File: src/source/wiscPkg.sv
package wiscPkg;

    localparam int dataW    = 16;
    localparam int regAddrW = 3;

    typedef enum logic [4:0] {
        opHalt   = 5'b00000,
        opNop    = 5'b00001,
        opJ      = 5'b00100,
        opJr     = 5'b00101,
        opJal    = 5'b00110,
        opJalr   = 5'b00111,
        opAddi   = 5'b01000,
        opSubi   = 5'b01001,
        opXori   = 5'b01010,
        opAndni  = 5'b01011,
        opBeqz   = 5'b01100,
        opBnez   = 5'b01101,
        opBltz   = 5'b01110,
        opBgez   = 5'b01111,
        opSt     = 5'b10000,
        opLd     = 5'b10001,
        opSlbi   = 5'b10010,
        opRoli   = 5'b10100,
        opSlli   = 5'b10101,
        opRori   = 5'b10110,
        opSrli   = 5'b10111,
        opLbi    = 5'b11000,
        opRShift = 5'b11010, // ROL SLL ROR SRL by funct
        opRArith = 5'b11011, // ADD SUB XOR ANDN by funct
        opSeq    = 5'b11100,
        opSlt    = 5'b11101,
        opSle    = 5'b11110,
        opSco    = 5'b11111
    } opcodeE;

    // Low two bits line up with the opcode and funct fields
    typedef enum logic [3:0] {
        aluAdd, aluSub, aluXor, aluAndn,
        aluRol, aluSll, aluRor, aluSrl,
        aluEq, aluLt, aluLe, aluCo,
        aluPassB, aluSlbi
    } aluOpE;

    typedef enum logic [1:0] {wbAlu, wbMem, wbPc, wbCmp} wbSelE;
    typedef enum logic [1:0] {bSelRt, bSelImm5, bSelImm8} bSelE;
    typedef enum logic [1:0] {dstI1Rd, dstRRd, dstRs, dstR7} dstSelE;

    typedef enum logic [2:0] {
        brNone, brBeqz, brBnez, brBltz, brBgez, brJump, brReg
    } branchCondE;

    typedef union packed {
        struct packed {
            logic [4:0]          opcode;
            logic [regAddrW-1:0] rs;
            logic [regAddrW-1:0] rt;
            logic [regAddrW-1:0] rd;
            logic [1:0]          funct;
        } rFmt;
        struct packed {
            logic [4:0]          opcode;
            logic [regAddrW-1:0] rs;
            logic [regAddrW-1:0] rd;
            logic [4:0]          imm5;
        } i1Fmt;
        struct packed {
            logic [4:0]          opcode;
            logic [regAddrW-1:0] rs;
            logic [7:0]          imm8;
        } i2Fmt;
        struct packed {
            logic [4:0]  opcode;
            logic [10:0] disp11;
        } jFmt;
    } instrU;

endpackage

File: src/source/ctrlIf.sv
`timescale 1ns/1ps

interface ctrlIf;

    wiscPkg::aluOpE      aluOp;
    wiscPkg::bSelE       bSel;
    logic                zeroExt;    // Immediate extension mode
    wiscPkg::dstSelE     dstSel;
    logic                regWrEn;
    wiscPkg::wbSelE      wbSel;
    logic                memRdEn;
    logic                memWrEn;
    wiscPkg::branchCondE branchCond;
    logic                illegal;

    modport dec (output aluOp, bSel, zeroExt, dstSel, regWrEn, wbSel,
                 memRdEn, memWrEn, branchCond, illegal);

    modport exe (input aluOp, bSel, zeroExt, dstSel, regWrEn, wbSel,
                 memRdEn, memWrEn);

    modport pc (input branchCond, illegal);

endinterface

File: src/source/control.sv
`timescale 1ns/1ps

module control (
    input  wiscPkg::instrU instr,
    output logic           haltOp,
    ctrlIf.dec             ctl
);

    logic [4:0] opBits;
    logic [1:0] funct;

    assign opBits = instr.rFmt.opcode;
    assign funct  = instr.rFmt.funct;

    always_comb begin
        haltOp         = 1'b0;
        ctl.aluOp      = wiscPkg::aluAdd;
        ctl.bSel       = wiscPkg::bSelRt;
        ctl.zeroExt    = 1'b0;
        ctl.dstSel     = wiscPkg::dstI1Rd;
        ctl.regWrEn    = 1'b0;
        ctl.wbSel      = wiscPkg::wbAlu;
        ctl.memRdEn    = 1'b0;
        ctl.memWrEn    = 1'b0;
        ctl.branchCond = wiscPkg::brNone;
        ctl.illegal    = 1'b0;

        case (opBits)
            wiscPkg::opHalt: haltOp = 1'b1;
            wiscPkg::opNop: begin
            end
            wiscPkg::opAddi, wiscPkg::opSubi, wiscPkg::opXori, wiscPkg::opAndni: begin
                ctl.aluOp   = wiscPkg::aluOpE'({2'b00, opBits[1:0]});
                ctl.bSel    = wiscPkg::bSelImm5;
                ctl.zeroExt = opBits[1];           // XORI and ANDNI zero extend
                ctl.regWrEn = 1'b1;
            end
            wiscPkg::opRoli, wiscPkg::opSlli, wiscPkg::opRori, wiscPkg::opSrli: begin
                ctl.aluOp   = wiscPkg::aluOpE'({2'b01, opBits[1:0]});
                ctl.bSel    = wiscPkg::bSelImm5;
                ctl.zeroExt = 1'b1;
                ctl.regWrEn = 1'b1;
            end
            wiscPkg::opSt: begin
                ctl.bSel    = wiscPkg::bSelImm5;   // Address is Rs plus imm5
                ctl.memWrEn = 1'b1;
            end
            wiscPkg::opLd: begin
                ctl.bSel    = wiscPkg::bSelImm5;
                ctl.memRdEn = 1'b1;
                ctl.wbSel   = wiscPkg::wbMem;
                ctl.regWrEn = 1'b1;
            end
            wiscPkg::opSlbi: begin
                ctl.aluOp   = wiscPkg::aluSlbi;
                ctl.bSel    = wiscPkg::bSelImm8;
                ctl.zeroExt = 1'b1;
                ctl.dstSel  = wiscPkg::dstRs;
                ctl.regWrEn = 1'b1;
            end
            wiscPkg::opLbi: begin
                ctl.aluOp   = wiscPkg::aluPassB;
                ctl.bSel    = wiscPkg::bSelImm8;
                ctl.dstSel  = wiscPkg::dstRs;
                ctl.regWrEn = 1'b1;
            end
            wiscPkg::opRShift: begin
                ctl.aluOp   = wiscPkg::aluOpE'({2'b01, funct});
                ctl.dstSel  = wiscPkg::dstRRd;
                ctl.regWrEn = 1'b1;
            end
            wiscPkg::opRArith: begin
                ctl.aluOp   = wiscPkg::aluOpE'({2'b00, funct});
                ctl.dstSel  = wiscPkg::dstRRd;
                ctl.regWrEn = 1'b1;
            end
            wiscPkg::opSeq, wiscPkg::opSlt, wiscPkg::opSle, wiscPkg::opSco: begin
                ctl.aluOp   = wiscPkg::aluOpE'({2'b10, opBits[1:0]});
                ctl.dstSel  = wiscPkg::dstRRd;
                ctl.wbSel   = wiscPkg::wbCmp;
                ctl.regWrEn = 1'b1;
            end
            wiscPkg::opBeqz, wiscPkg::opBnez, wiscPkg::opBltz, wiscPkg::opBgez: begin
                // Branch rules follow brNone in opcode order
                ctl.branchCond = wiscPkg::branchCondE'({1'b0, opBits[1:0]} + 3'd1);
            end
            wiscPkg::opJ: ctl.branchCond = wiscPkg::brJump;
            wiscPkg::opJr: ctl.branchCond = wiscPkg::brReg;
            wiscPkg::opJal, wiscPkg::opJalr: begin
                ctl.branchCond = opBits[0] ? wiscPkg::brReg : wiscPkg::brJump;
                ctl.dstSel     = wiscPkg::dstR7;   // Link register
                ctl.wbSel      = wiscPkg::wbPc;
                ctl.regWrEn    = 1'b1;
            end
            default: ctl.illegal = 1'b1;           // STU BTR siic RTI and unknown
        endcase
    end

endmodule

File: src/source/regFile.sv
`timescale 1ns/1ps

module regFile (
    input  logic                         clk,
    input  logic                         arstN,
    input  logic [wiscPkg::regAddrW-1:0] rdAddrA,
    input  logic [wiscPkg::regAddrW-1:0] rdAddrB,
    input  logic [wiscPkg::regAddrW-1:0] wrAddr,
    input  logic [wiscPkg::dataW-1:0]    wrData,
    input  logic                         wrEn,
    output logic [wiscPkg::dataW-1:0]    rdDataA,
    output logic [wiscPkg::dataW-1:0]    rdDataB
);

    logic [wiscPkg::dataW-1:0] regs [2**wiscPkg::regAddrW];

    always_ff @(posedge clk or negedge arstN) begin
        if (!arstN) begin
            regs <= '{default: '0};
        end else if (wrEn) begin
            regs[wrAddr] <= wrData;
        end
    end

    // Reads see the value before this edge's write
    assign rdDataA = regs[rdAddrA];
    assign rdDataB = regs[rdAddrB];

    // Decoder and execute together must produce a known index
    wrAddrKnown: assert property (@(posedge clk) disable iff (!arstN)
        wrEn |-> !$isunknown(wrAddr))
        else $error("regFile: write to unknown register index");

endmodule

File: src/source/executeUnit.sv
`timescale 1ns/1ps

module executeUnit (
    input  wiscPkg::instrU                instr,
    ctrlIf.exe                            ctl,
    input  logic [wiscPkg::dataW-1:0]     rdDataA,
    input  logic [wiscPkg::dataW-1:0]     rdDataB,
    input  logic [wiscPkg::dataW-1:0]     pcPlus2,
    input  logic [wiscPkg::dataW-1:0]     dmemRdData,
    input  logic                          running,
    output logic [wiscPkg::regAddrW-1:0]  rdAddrA,
    output logic [wiscPkg::regAddrW-1:0]  rdAddrB,
    output logic [wiscPkg::regAddrW-1:0]  wrAddr,
    output logic [wiscPkg::dataW-1:0]     wrData,
    output logic                          wrEn,
    output logic [wiscPkg::dataW-1:0]     rsValue,
    output logic [wiscPkg::dataW-1:0]     jumpTarget,
    output logic [wiscPkg::dataW-1:0]     dmemAddr,
    output logic [wiscPkg::dataW-1:0]     dmemWrData,
    output logic                          dmemWrEn,
    output logic                          dmemRdEn
);

    localparam int W = wiscPkg::dataW;

    logic [W-1:0]   imm5Ext, imm8Ext, opA, opB, aluResult;
    logic [W:0]     sum;
    logic [2*W-1:0] rolWord, rorWord;
    logic [3:0]     shAmt;
    logic           cmpFlag;

    assign rdAddrA = instr.rFmt.rs;
    assign rdAddrB = instr.rFmt.rt;                // Also Rd of ST, same bits

    assign imm5Ext = ctl.zeroExt ? {{(W-5){1'b0}}, instr.i1Fmt.imm5}
                                 : {{(W-5){instr.i1Fmt.imm5[4]}}, instr.i1Fmt.imm5};
    assign imm8Ext = ctl.zeroExt ? {{(W-8){1'b0}}, instr.i2Fmt.imm8}
                                 : {{(W-8){instr.i2Fmt.imm8[7]}}, instr.i2Fmt.imm8};

    assign opA = rdDataA;
    always_comb begin
        case (ctl.bSel)
            wiscPkg::bSelImm5: opB = imm5Ext;
            wiscPkg::bSelImm8: opB = imm8Ext;
            default:           opB = rdDataB;
        endcase
    end

    assign shAmt   = opB[3:0];
    assign sum     = {1'b0, opA} + {1'b0, opB};    // Carry kept for SCO
    assign rolWord = {opA, opA} << shAmt;
    assign rorWord = {opA, opA} >> shAmt;

    always_comb begin
        case (ctl.aluOp)
            wiscPkg::aluAdd:   aluResult = sum[W-1:0];
            wiscPkg::aluSub:   aluResult = opB - opA;
            wiscPkg::aluXor:   aluResult = opA ^ opB;
            wiscPkg::aluAndn:  aluResult = opA & ~opB;
            wiscPkg::aluRol:   aluResult = rolWord[2*W-1:W];
            wiscPkg::aluSll:   aluResult = opA << shAmt;
            wiscPkg::aluRor:   aluResult = rorWord[W-1:0];
            wiscPkg::aluSrl:   aluResult = opA >> shAmt;
            wiscPkg::aluPassB: aluResult = opB;
            wiscPkg::aluSlbi:  aluResult = {opA[7:0], opB[7:0]};
            default:           aluResult = '0;
        endcase
    end

    always_comb begin
        case (ctl.aluOp)
            wiscPkg::aluEq: cmpFlag = (opA == opB);
            wiscPkg::aluLt: cmpFlag = ($signed(opA) < $signed(opB));
            wiscPkg::aluLe: cmpFlag = ($signed(opA) <= $signed(opB));
            wiscPkg::aluCo: cmpFlag = sum[W];
            default:        cmpFlag = 1'b0;
        endcase
    end

    always_comb begin
        case (ctl.dstSel)
            wiscPkg::dstRRd: wrAddr = instr.rFmt.rd;
            wiscPkg::dstRs:  wrAddr = instr.rFmt.rs;
            wiscPkg::dstR7:  wrAddr = '1;
            default:         wrAddr = instr.i1Fmt.rd;
        endcase
    end

    always_comb begin
        case (ctl.wbSel)
            wiscPkg::wbMem: wrData = dmemRdData;
            wiscPkg::wbPc:  wrData = pcPlus2;       // Link value
            wiscPkg::wbCmp: wrData = {{(W-1){1'b0}}, cmpFlag};
            default:        wrData = aluResult;
        endcase
    end

    assign wrEn       = ctl.regWrEn & running;
    assign rsValue    = rdDataA;
    assign jumpTarget = rdDataA + {{(W-8){instr.i2Fmt.imm8[7]}}, instr.i2Fmt.imm8};
    assign dmemAddr   = aluResult;
    assign dmemWrData = rdDataB;
    assign dmemWrEn   = ctl.memWrEn & running;
    assign dmemRdEn   = ctl.memRdEn & running;

endmodule

File: src/source/pcUnit.sv
`timescale 1ns/1ps

module pcUnit #(
    parameter logic [wiscPkg::dataW-1:0] resetPc = '0
) (
    input  logic                      clk,
    input  logic                      arstN,
    input  wiscPkg::instrU            instr,
    ctrlIf.pc                         ctl,
    input  logic                      haltOp,
    input  logic [wiscPkg::dataW-1:0] rsValue,
    input  logic [wiscPkg::dataW-1:0] jumpTarget,
    output logic [wiscPkg::dataW-1:0] pc,
    output logic [wiscPkg::dataW-1:0] pcPlus2,
    output logic                      running,
    output logic                      halted,
    output logic                      err
);

    localparam int W = wiscPkg::dataW;

    logic [W-1:0] brOffset, jOffset, nextPc;
    logic         taken;

    assign pcPlus2  = pc + W'(2);
    assign brOffset = {{(W-8){instr.i2Fmt.imm8[7]}}, instr.i2Fmt.imm8};
    assign jOffset  = {{(W-11){instr.jFmt.disp11[10]}}, instr.jFmt.disp11};

    always_comb begin
        case (ctl.branchCond)
            wiscPkg::brBeqz: taken = (rsValue == '0);
            wiscPkg::brBnez: taken = (rsValue != '0);
            wiscPkg::brBltz: taken = rsValue[W-1];   // Sign bit
            wiscPkg::brBgez: taken = !rsValue[W-1];
            default:         taken = 1'b0;
        endcase
    end

    always_comb begin
        case (ctl.branchCond)
            wiscPkg::brJump: nextPc = pcPlus2 + jOffset;
            wiscPkg::brReg:  nextPc = jumpTarget;
            default:         nextPc = taken ? pcPlus2 + brOffset : pcPlus2;
        endcase
    end

    assign running = !halted;

    always_ff @(posedge clk or negedge arstN) begin
        if (!arstN) begin
            pc     <= resetPc;
            halted <= 1'b0;
            err    <= 1'b0;
        end else if (running) begin
            if (haltOp || ctl.illegal) begin
                halted <= 1'b1;                      // PC stays on the stopping instruction
                err    <= ctl.illegal;
            end else begin
                pc <= nextPc;
            end
        end
    end

    // Fetch must stay halfword aligned for the whole program run
    pcAligned: assert property (@(posedge clk) disable iff (!arstN)
        running |-> !pc[0])
        else $error("pcUnit: odd PC while running");

endmodule

File: src/source/wiscCore.sv
`timescale 1ns/1ps

module wiscCore #(
    parameter logic [wiscPkg::dataW-1:0] resetPc = '0
) (
    input  logic                      clk,
    input  logic                      arstN,
    input  logic [wiscPkg::dataW-1:0] imemData,
    input  logic [wiscPkg::dataW-1:0] dmemRdData,
    output logic [wiscPkg::dataW-1:0] imemAddr,
    output logic [wiscPkg::dataW-1:0] dmemAddr,
    output logic [wiscPkg::dataW-1:0] dmemWrData,
    output logic                      dmemWrEn,
    output logic                      dmemRdEn,
    output logic                      halted,
    output logic                      err
);

    wiscPkg::instrU                instr;
    logic                          haltOp, wrEn, running;
    logic [wiscPkg::regAddrW-1:0]  rdAddrA, rdAddrB, wrAddr;
    logic [wiscPkg::dataW-1:0]     rdDataA, rdDataB, wrData;
    logic [wiscPkg::dataW-1:0]     rsValue, jumpTarget, pcPlus2;

    ctrlIf ctlBus ();

    assign instr = imemData;                   // One word, four formats

    control u_control (.instr(instr), .haltOp(haltOp), .ctl(ctlBus));

    regFile u_regFile (
        .clk(clk), .arstN(arstN), .rdAddrA(rdAddrA), .rdAddrB(rdAddrB),
        .wrAddr(wrAddr), .wrData(wrData), .wrEn(wrEn),
        .rdDataA(rdDataA), .rdDataB(rdDataB)
    );

    executeUnit u_executeUnit (
        .instr(instr), .ctl(ctlBus), .rdDataA(rdDataA), .rdDataB(rdDataB),
        .pcPlus2(pcPlus2), .dmemRdData(dmemRdData), .running(running),
        .rdAddrA(rdAddrA), .rdAddrB(rdAddrB), .wrAddr(wrAddr), .wrData(wrData),
        .wrEn(wrEn), .rsValue(rsValue), .jumpTarget(jumpTarget),
        .dmemAddr(dmemAddr), .dmemWrData(dmemWrData), .dmemWrEn(dmemWrEn),
        .dmemRdEn(dmemRdEn)
    );

    pcUnit #(.resetPc(resetPc)) u_pcUnit (
        .clk(clk), .arstN(arstN), .instr(instr), .ctl(ctlBus), .haltOp(haltOp),
        .rsValue(rsValue), .jumpTarget(jumpTarget), .pc(imemAddr),
        .pcPlus2(pcPlus2), .running(running), .halted(halted), .err(err)
    );

endmodule

File: config.mk
export PLATFORM = sky130hd
export DESIGN_NAME = wiscCore
export DESIGN_NICKNAME = d
export VERILOG_FILES = /design/src/source/wiscPkg.sv /design/src/source/ctrlIf.sv /design/src/source/control.sv /design/src/source/regFile.sv /design/src/source/executeUnit.sv /design/src/source/pcUnit.sv /design/src/source/wiscCore.sv
export SDC_FILE = /design/constraint.sdc
export NUM_CORES = 1
export LEC_CHECK = 0
export BUFFER_PORTS_ARGS = -buffer_cell sky130_fd_sc_hd__buf_4
export CAP_MARGIN = 20
export CELL_PAD_IN_SITES_DETAIL_PLACEMENT = 1
export CELL_PAD_IN_SITES_GLOBAL_PLACEMENT = 2
export CORE_UTILIZATION = 30
export CTS_BUF_LIST = sky130_fd_sc_hd__clkbuf_8
export DETAILED_ROUTE_END_ITERATION = 10
export PLACE_DENSITY_LB_ADDON = 0.1
export SETUP_SLACK_MARGIN = 0.3
export SYNTH_ARGS = -nofsm -noshare
export SYNTH_HDL_FRONTEND = slang
export SYNTH_SLANG_ARGS = --single-unit
File: constraint.sdc
create_clock -name clk -period 15.4 [get_ports clk]
set_clock_uncertainty 0.15 [all_clocks]
set_input_delay 1.54 -clock clk [delete_from_list [all_inputs] [get_ports clk]]
set_output_delay 1.54 -clock clk [all_outputs]
set_load 0.02 [all_outputs]
==> flow_metrics.py <==
metrics = {
    "cells_and_area": {
        "multi_input_area_sq_um": 11100,
        "seqCellArea_sq_um": 3650,
        "drive_gt1_share_pct": 21.3,
        "post-route-util_pct": 34.3,
        "diodes": 0,
        "final_nets": 1927,
        "syn_to_final_growth_pct": 11.7,
        "num-fill-cells": 5886,
    },
    "power": {
        "power_frac_comb_pct": 51.3,
        "cellPowerDensity_nw_per_um2": 96.0,
        "intPower_mw": 0.908,
        "swShare_pct": 45.4,
        "p_leak_nw": 7.80,
        "p_clk_share_pct": 21.3,
        "ir_worst_vdd_mv": 0.0690,
        "power.switching_mw": 0.756,
        "power_frac_seq_pct": 27.4,
    },
    "global_routing": {
        "antenna_found_initial": 2,
        "met1_usage_pct": 39.6,
        "grt_max_degree": 87,
        "overflow": 0,
        "top_usage_layer": "met2",
        "groute.layer.met3.usage_pct": 2.42,
        "track_usage_pct": 28.9,
        "grt_pass1_wl_mm": 111,
        "grt_pass1_vias": 15600,
        "use_met2_pct": 47.0,
    },
    "min_path": {
        "hp-class": "reg2reg",
        "min_from": "u_regFile.regs[35]",
    },
    "place": {
        "hpwl_mm": 57.5,
        "place_congestion": 0.936,
        "portBuffers": 85,
    },
    "timing": {
        "grt_setup_unrepaired": "no",
        "worst_pin_slew_ns": 1.14,
        "finalHoldViolCount": 0,
        "finalCritPeriodShare_pct": 63.0,
        "setup_viol": 0,
        "slew_violations": 0,
        "fmax_mhz": 103,
        "setup_tns_ns": 0,
        "fin_crit_ns": 9.70,
        "relSlewSlack_pct": 24.0,
    },
    "drt": {
        "ant_nets": 0,
        "drc": 0,
        "routed_via_density": 6.13,
        "drt_first_pass_iters": 5,
        "routedWlPerCell_um": 31.0,
        "wirelength_mm": 76.8,
        "first_iter_violations": 1298,
        "dr_total_vias": 15200,
    },
    "die": {
        "rows": 82,
        "initial_core_util_pct": 30.7,
        "die_y_um": 229,
        "coreArea_sq_um": 50600,
        "die_w_um": 229,
        "design.die.area_sq_um": 52600,
        "ios": 86,
    },
    "worst_setup_path": {
        "path_class": "in2out",
        "cp_max_fo": 40,
        "worstPathRequired_ns": 13.71,
        "crit_start": "imemData[11]",
        "arrival_ns": 8.01,
        "start_kind": "input port",
        "cp-end-kind": "primary output",
        "timing.rr.start": "u_regFile.regs[113]",
    },
    "synth": {
        "ys_warn_count": 0,
        "synth-async-reset-ratio_pct": 100,
        "synth-edff-count": 0,
        "yosys-top-cells-area": "dfrtp_1 (24%), mux2_2 (11%), ha_1 (7.4%)",
        "ys_seq_area_share_pct": 23.5,
        "syn-num-nets": 1889,
        "synth_top_area_cell": "dfrtp_1",
        "syn_inst": 1760,
        "synth_top_area_share_pct": 23.5,
        "synth_cell_types": 89,
        "syn_area_per_cell_sq_um": 8.82,
        "synth_flop_cell": "dfrtp_1",
        "syn_area_sq_um": 15500,
        "ys_seq_elements": 146,
    },
    "run_status": {
        "outcome": "completed",
    },
    "cts": {
        "cts_hold_buffers": 0,
        "cts.clk_slew.worst_paths_ns": 0.09,
        "postCtsSetupRepairBufs": 0,
        "cts_tree": "done",
        "clockBufferDepth": 2,
        "clk_latency_ns": 0.50,
        "cts_resized": 0,
        "clock_sinks": 146,
        "h-tree-depth": 4,
        "cts_buffers": 17,
        "cts_root_buf": "clkbuf_8",
    },
    "flow_run": {
        "cap_violations": 0,
    },
}
[state kept, by name, indices dropped and copies added, names as in the netlist]
name / count
u_pcUnit.err: 1
u_pcUnit.halted: 1
u_pcUnit.pc: 16
u_regFile.regs: 128
[path summary, 6_finish.rpt]
check,end,slack (ns),cells after the start
max,dmemAddr[15],5.70,19
min,u_regFile.regs[35],0.37,2
max reg2reg,u_regFile.regs[118],8.83,21
min reg2reg,u_regFile.regs[35],0.37,2
max in group asynchronous,u_regFile.regs[14],12.70,2
min in group asynchronous,u_pcUnit.pc[10],0.96,1
[metal layers]
metal / up-vias / share of wire, %
met5: - / 0.010
li1: 6724 / -
met3: 119 / 4.3
met2: 482 / 47
met1: 7881 / 45
met4: 2 / 3.4
[logic make-up (layout without fill, tap and decap cells)]
| logic type | count (synthesis) | after routing | share of synthesized area, % |
|---|---|---|---|
| and+or+nand+nor | 484 | 484 | 14.5 |
| muxes | 278 | 278 | 23.0 |
| AOI/OAI and AO/OA | 503 | 503 | 22.8 |
| DFF | 146 | 146 | 23.5 |
| buffers and inverters | 193 | 243 | 4.92 |
| adders and majority gates | 95 | 95 | 7.81 |
| xor gates and xnor gates | 61 | 61 | 3.44 |
[area by class of cell]
class,count,area share [%]
Timing Repair Buffer,124,5.38
Clock inverter,13,1.13
Multi-Input combinational cell,1421,64.2
Sequential cell,146,21.1
Tap cell,672,4.85
Inverter,88,1.91
Clock buffer,18,1.43
[stage by stage]
step / area (sq um) / setup WS [ns] / std cells / hold slack (ns) / power (mW)
global route: 17300 / 5.32 / 2482 / 0.401 / 1.75
CTS: 17300 / 5.85 / 2481 / 0.375 / 1.66
detailed placement: 16900 / 5.87 / 2450 / 0.358 / 1.30
global placement: 16900 / 5.88 / 2449 / 0.341 / 1.30
floorplan: 15500 / 7.20 / 1760 / 0.310 / 0.985
finish: 17300 / 5.70 / 2482 / 0.374 / 1.66
[critical path, cell delays in order]
cell	delay, ns
buf_4	0.13
inv_1	0.12
ha_1	0.42
nand2_1	0.15
a21o_1	0.24
ha_1	0.92
o21ba_2	0.29
and2_1	0.24
a21oi_4	0.68
inv_2	0.60
ha_1	0.50
or2_2	0.37
a211oi_1	0.57
nor2_1	0.20
a311o_1	0.32
mux2i_1	0.22
nor2_1	0.07
o21ai_0	0.15
buf_4	0.21
[synth_stat cells, types with 10 or more instances]
cell / count
nand2_1: 147
inv_1: 85
o31ai_1: 19
a21o_1: 25
a221oi_1: 15
o221ai_1: 11
or2_2: 13
clkbuf_1: 74
dfrtp_1: 146
o211ai_1: 15
a32oi_1: 13
xnor2_1: 47
buf_1: 10
xor2_1: 14
o22ai_1: 37
o21a_1: 16
o21ai_0: 66
nand3_1: 36
a211oi_1: 17
nand2b_1: 19
a21oi_1: 102
a32o_1: 10
mux4_2: 48
buf_2: 19
or3_1: 10
mux2i_1: 82
a22oi_1: 26
nor2b_1: 14
nor2_1: 145
nor3_1: 47
a31oi_1: 24
ha_1: 92
mux2_2: 146
[cell usage in the layout, fill, tap and decap left out, drive strengths merged, types with 48 or more instances in the layout]
| cell | Yosys | layout |
|---|---|---|
| inv | 86 | 91 |
| mux2 | 148 | 148 |
| a21oi | 103 | 103 |
| mux2i | 82 | 82 |
| ha | 92 | 92 |
| nor2 | 145 | 145 |
| mux4 | 48 | 48 |
| o21ai | 70 | 70 |
| nand2 | 147 | 147 |
| buf | 31 | 124 |
| dfrtp | 146 | 146 |
[power groups by stage]
stage | Sequential (mW) | Combinational, mW | Clock, mW
2_1_floorplan | 0.465 | 0.519 | 0
3_3_place_gp | 0.461 | 0.837 | 0
3_5_place_dp | 0.463 | 0.841 | 0
4_1_cts | 0.456 | 0.845 | 0.364
5_1_grt | 0.461 | 0.910 | 0.376
6_report | 0.455 | 0.854 | 0.354
Note: power is estimated with default switching activity, not from simulation.
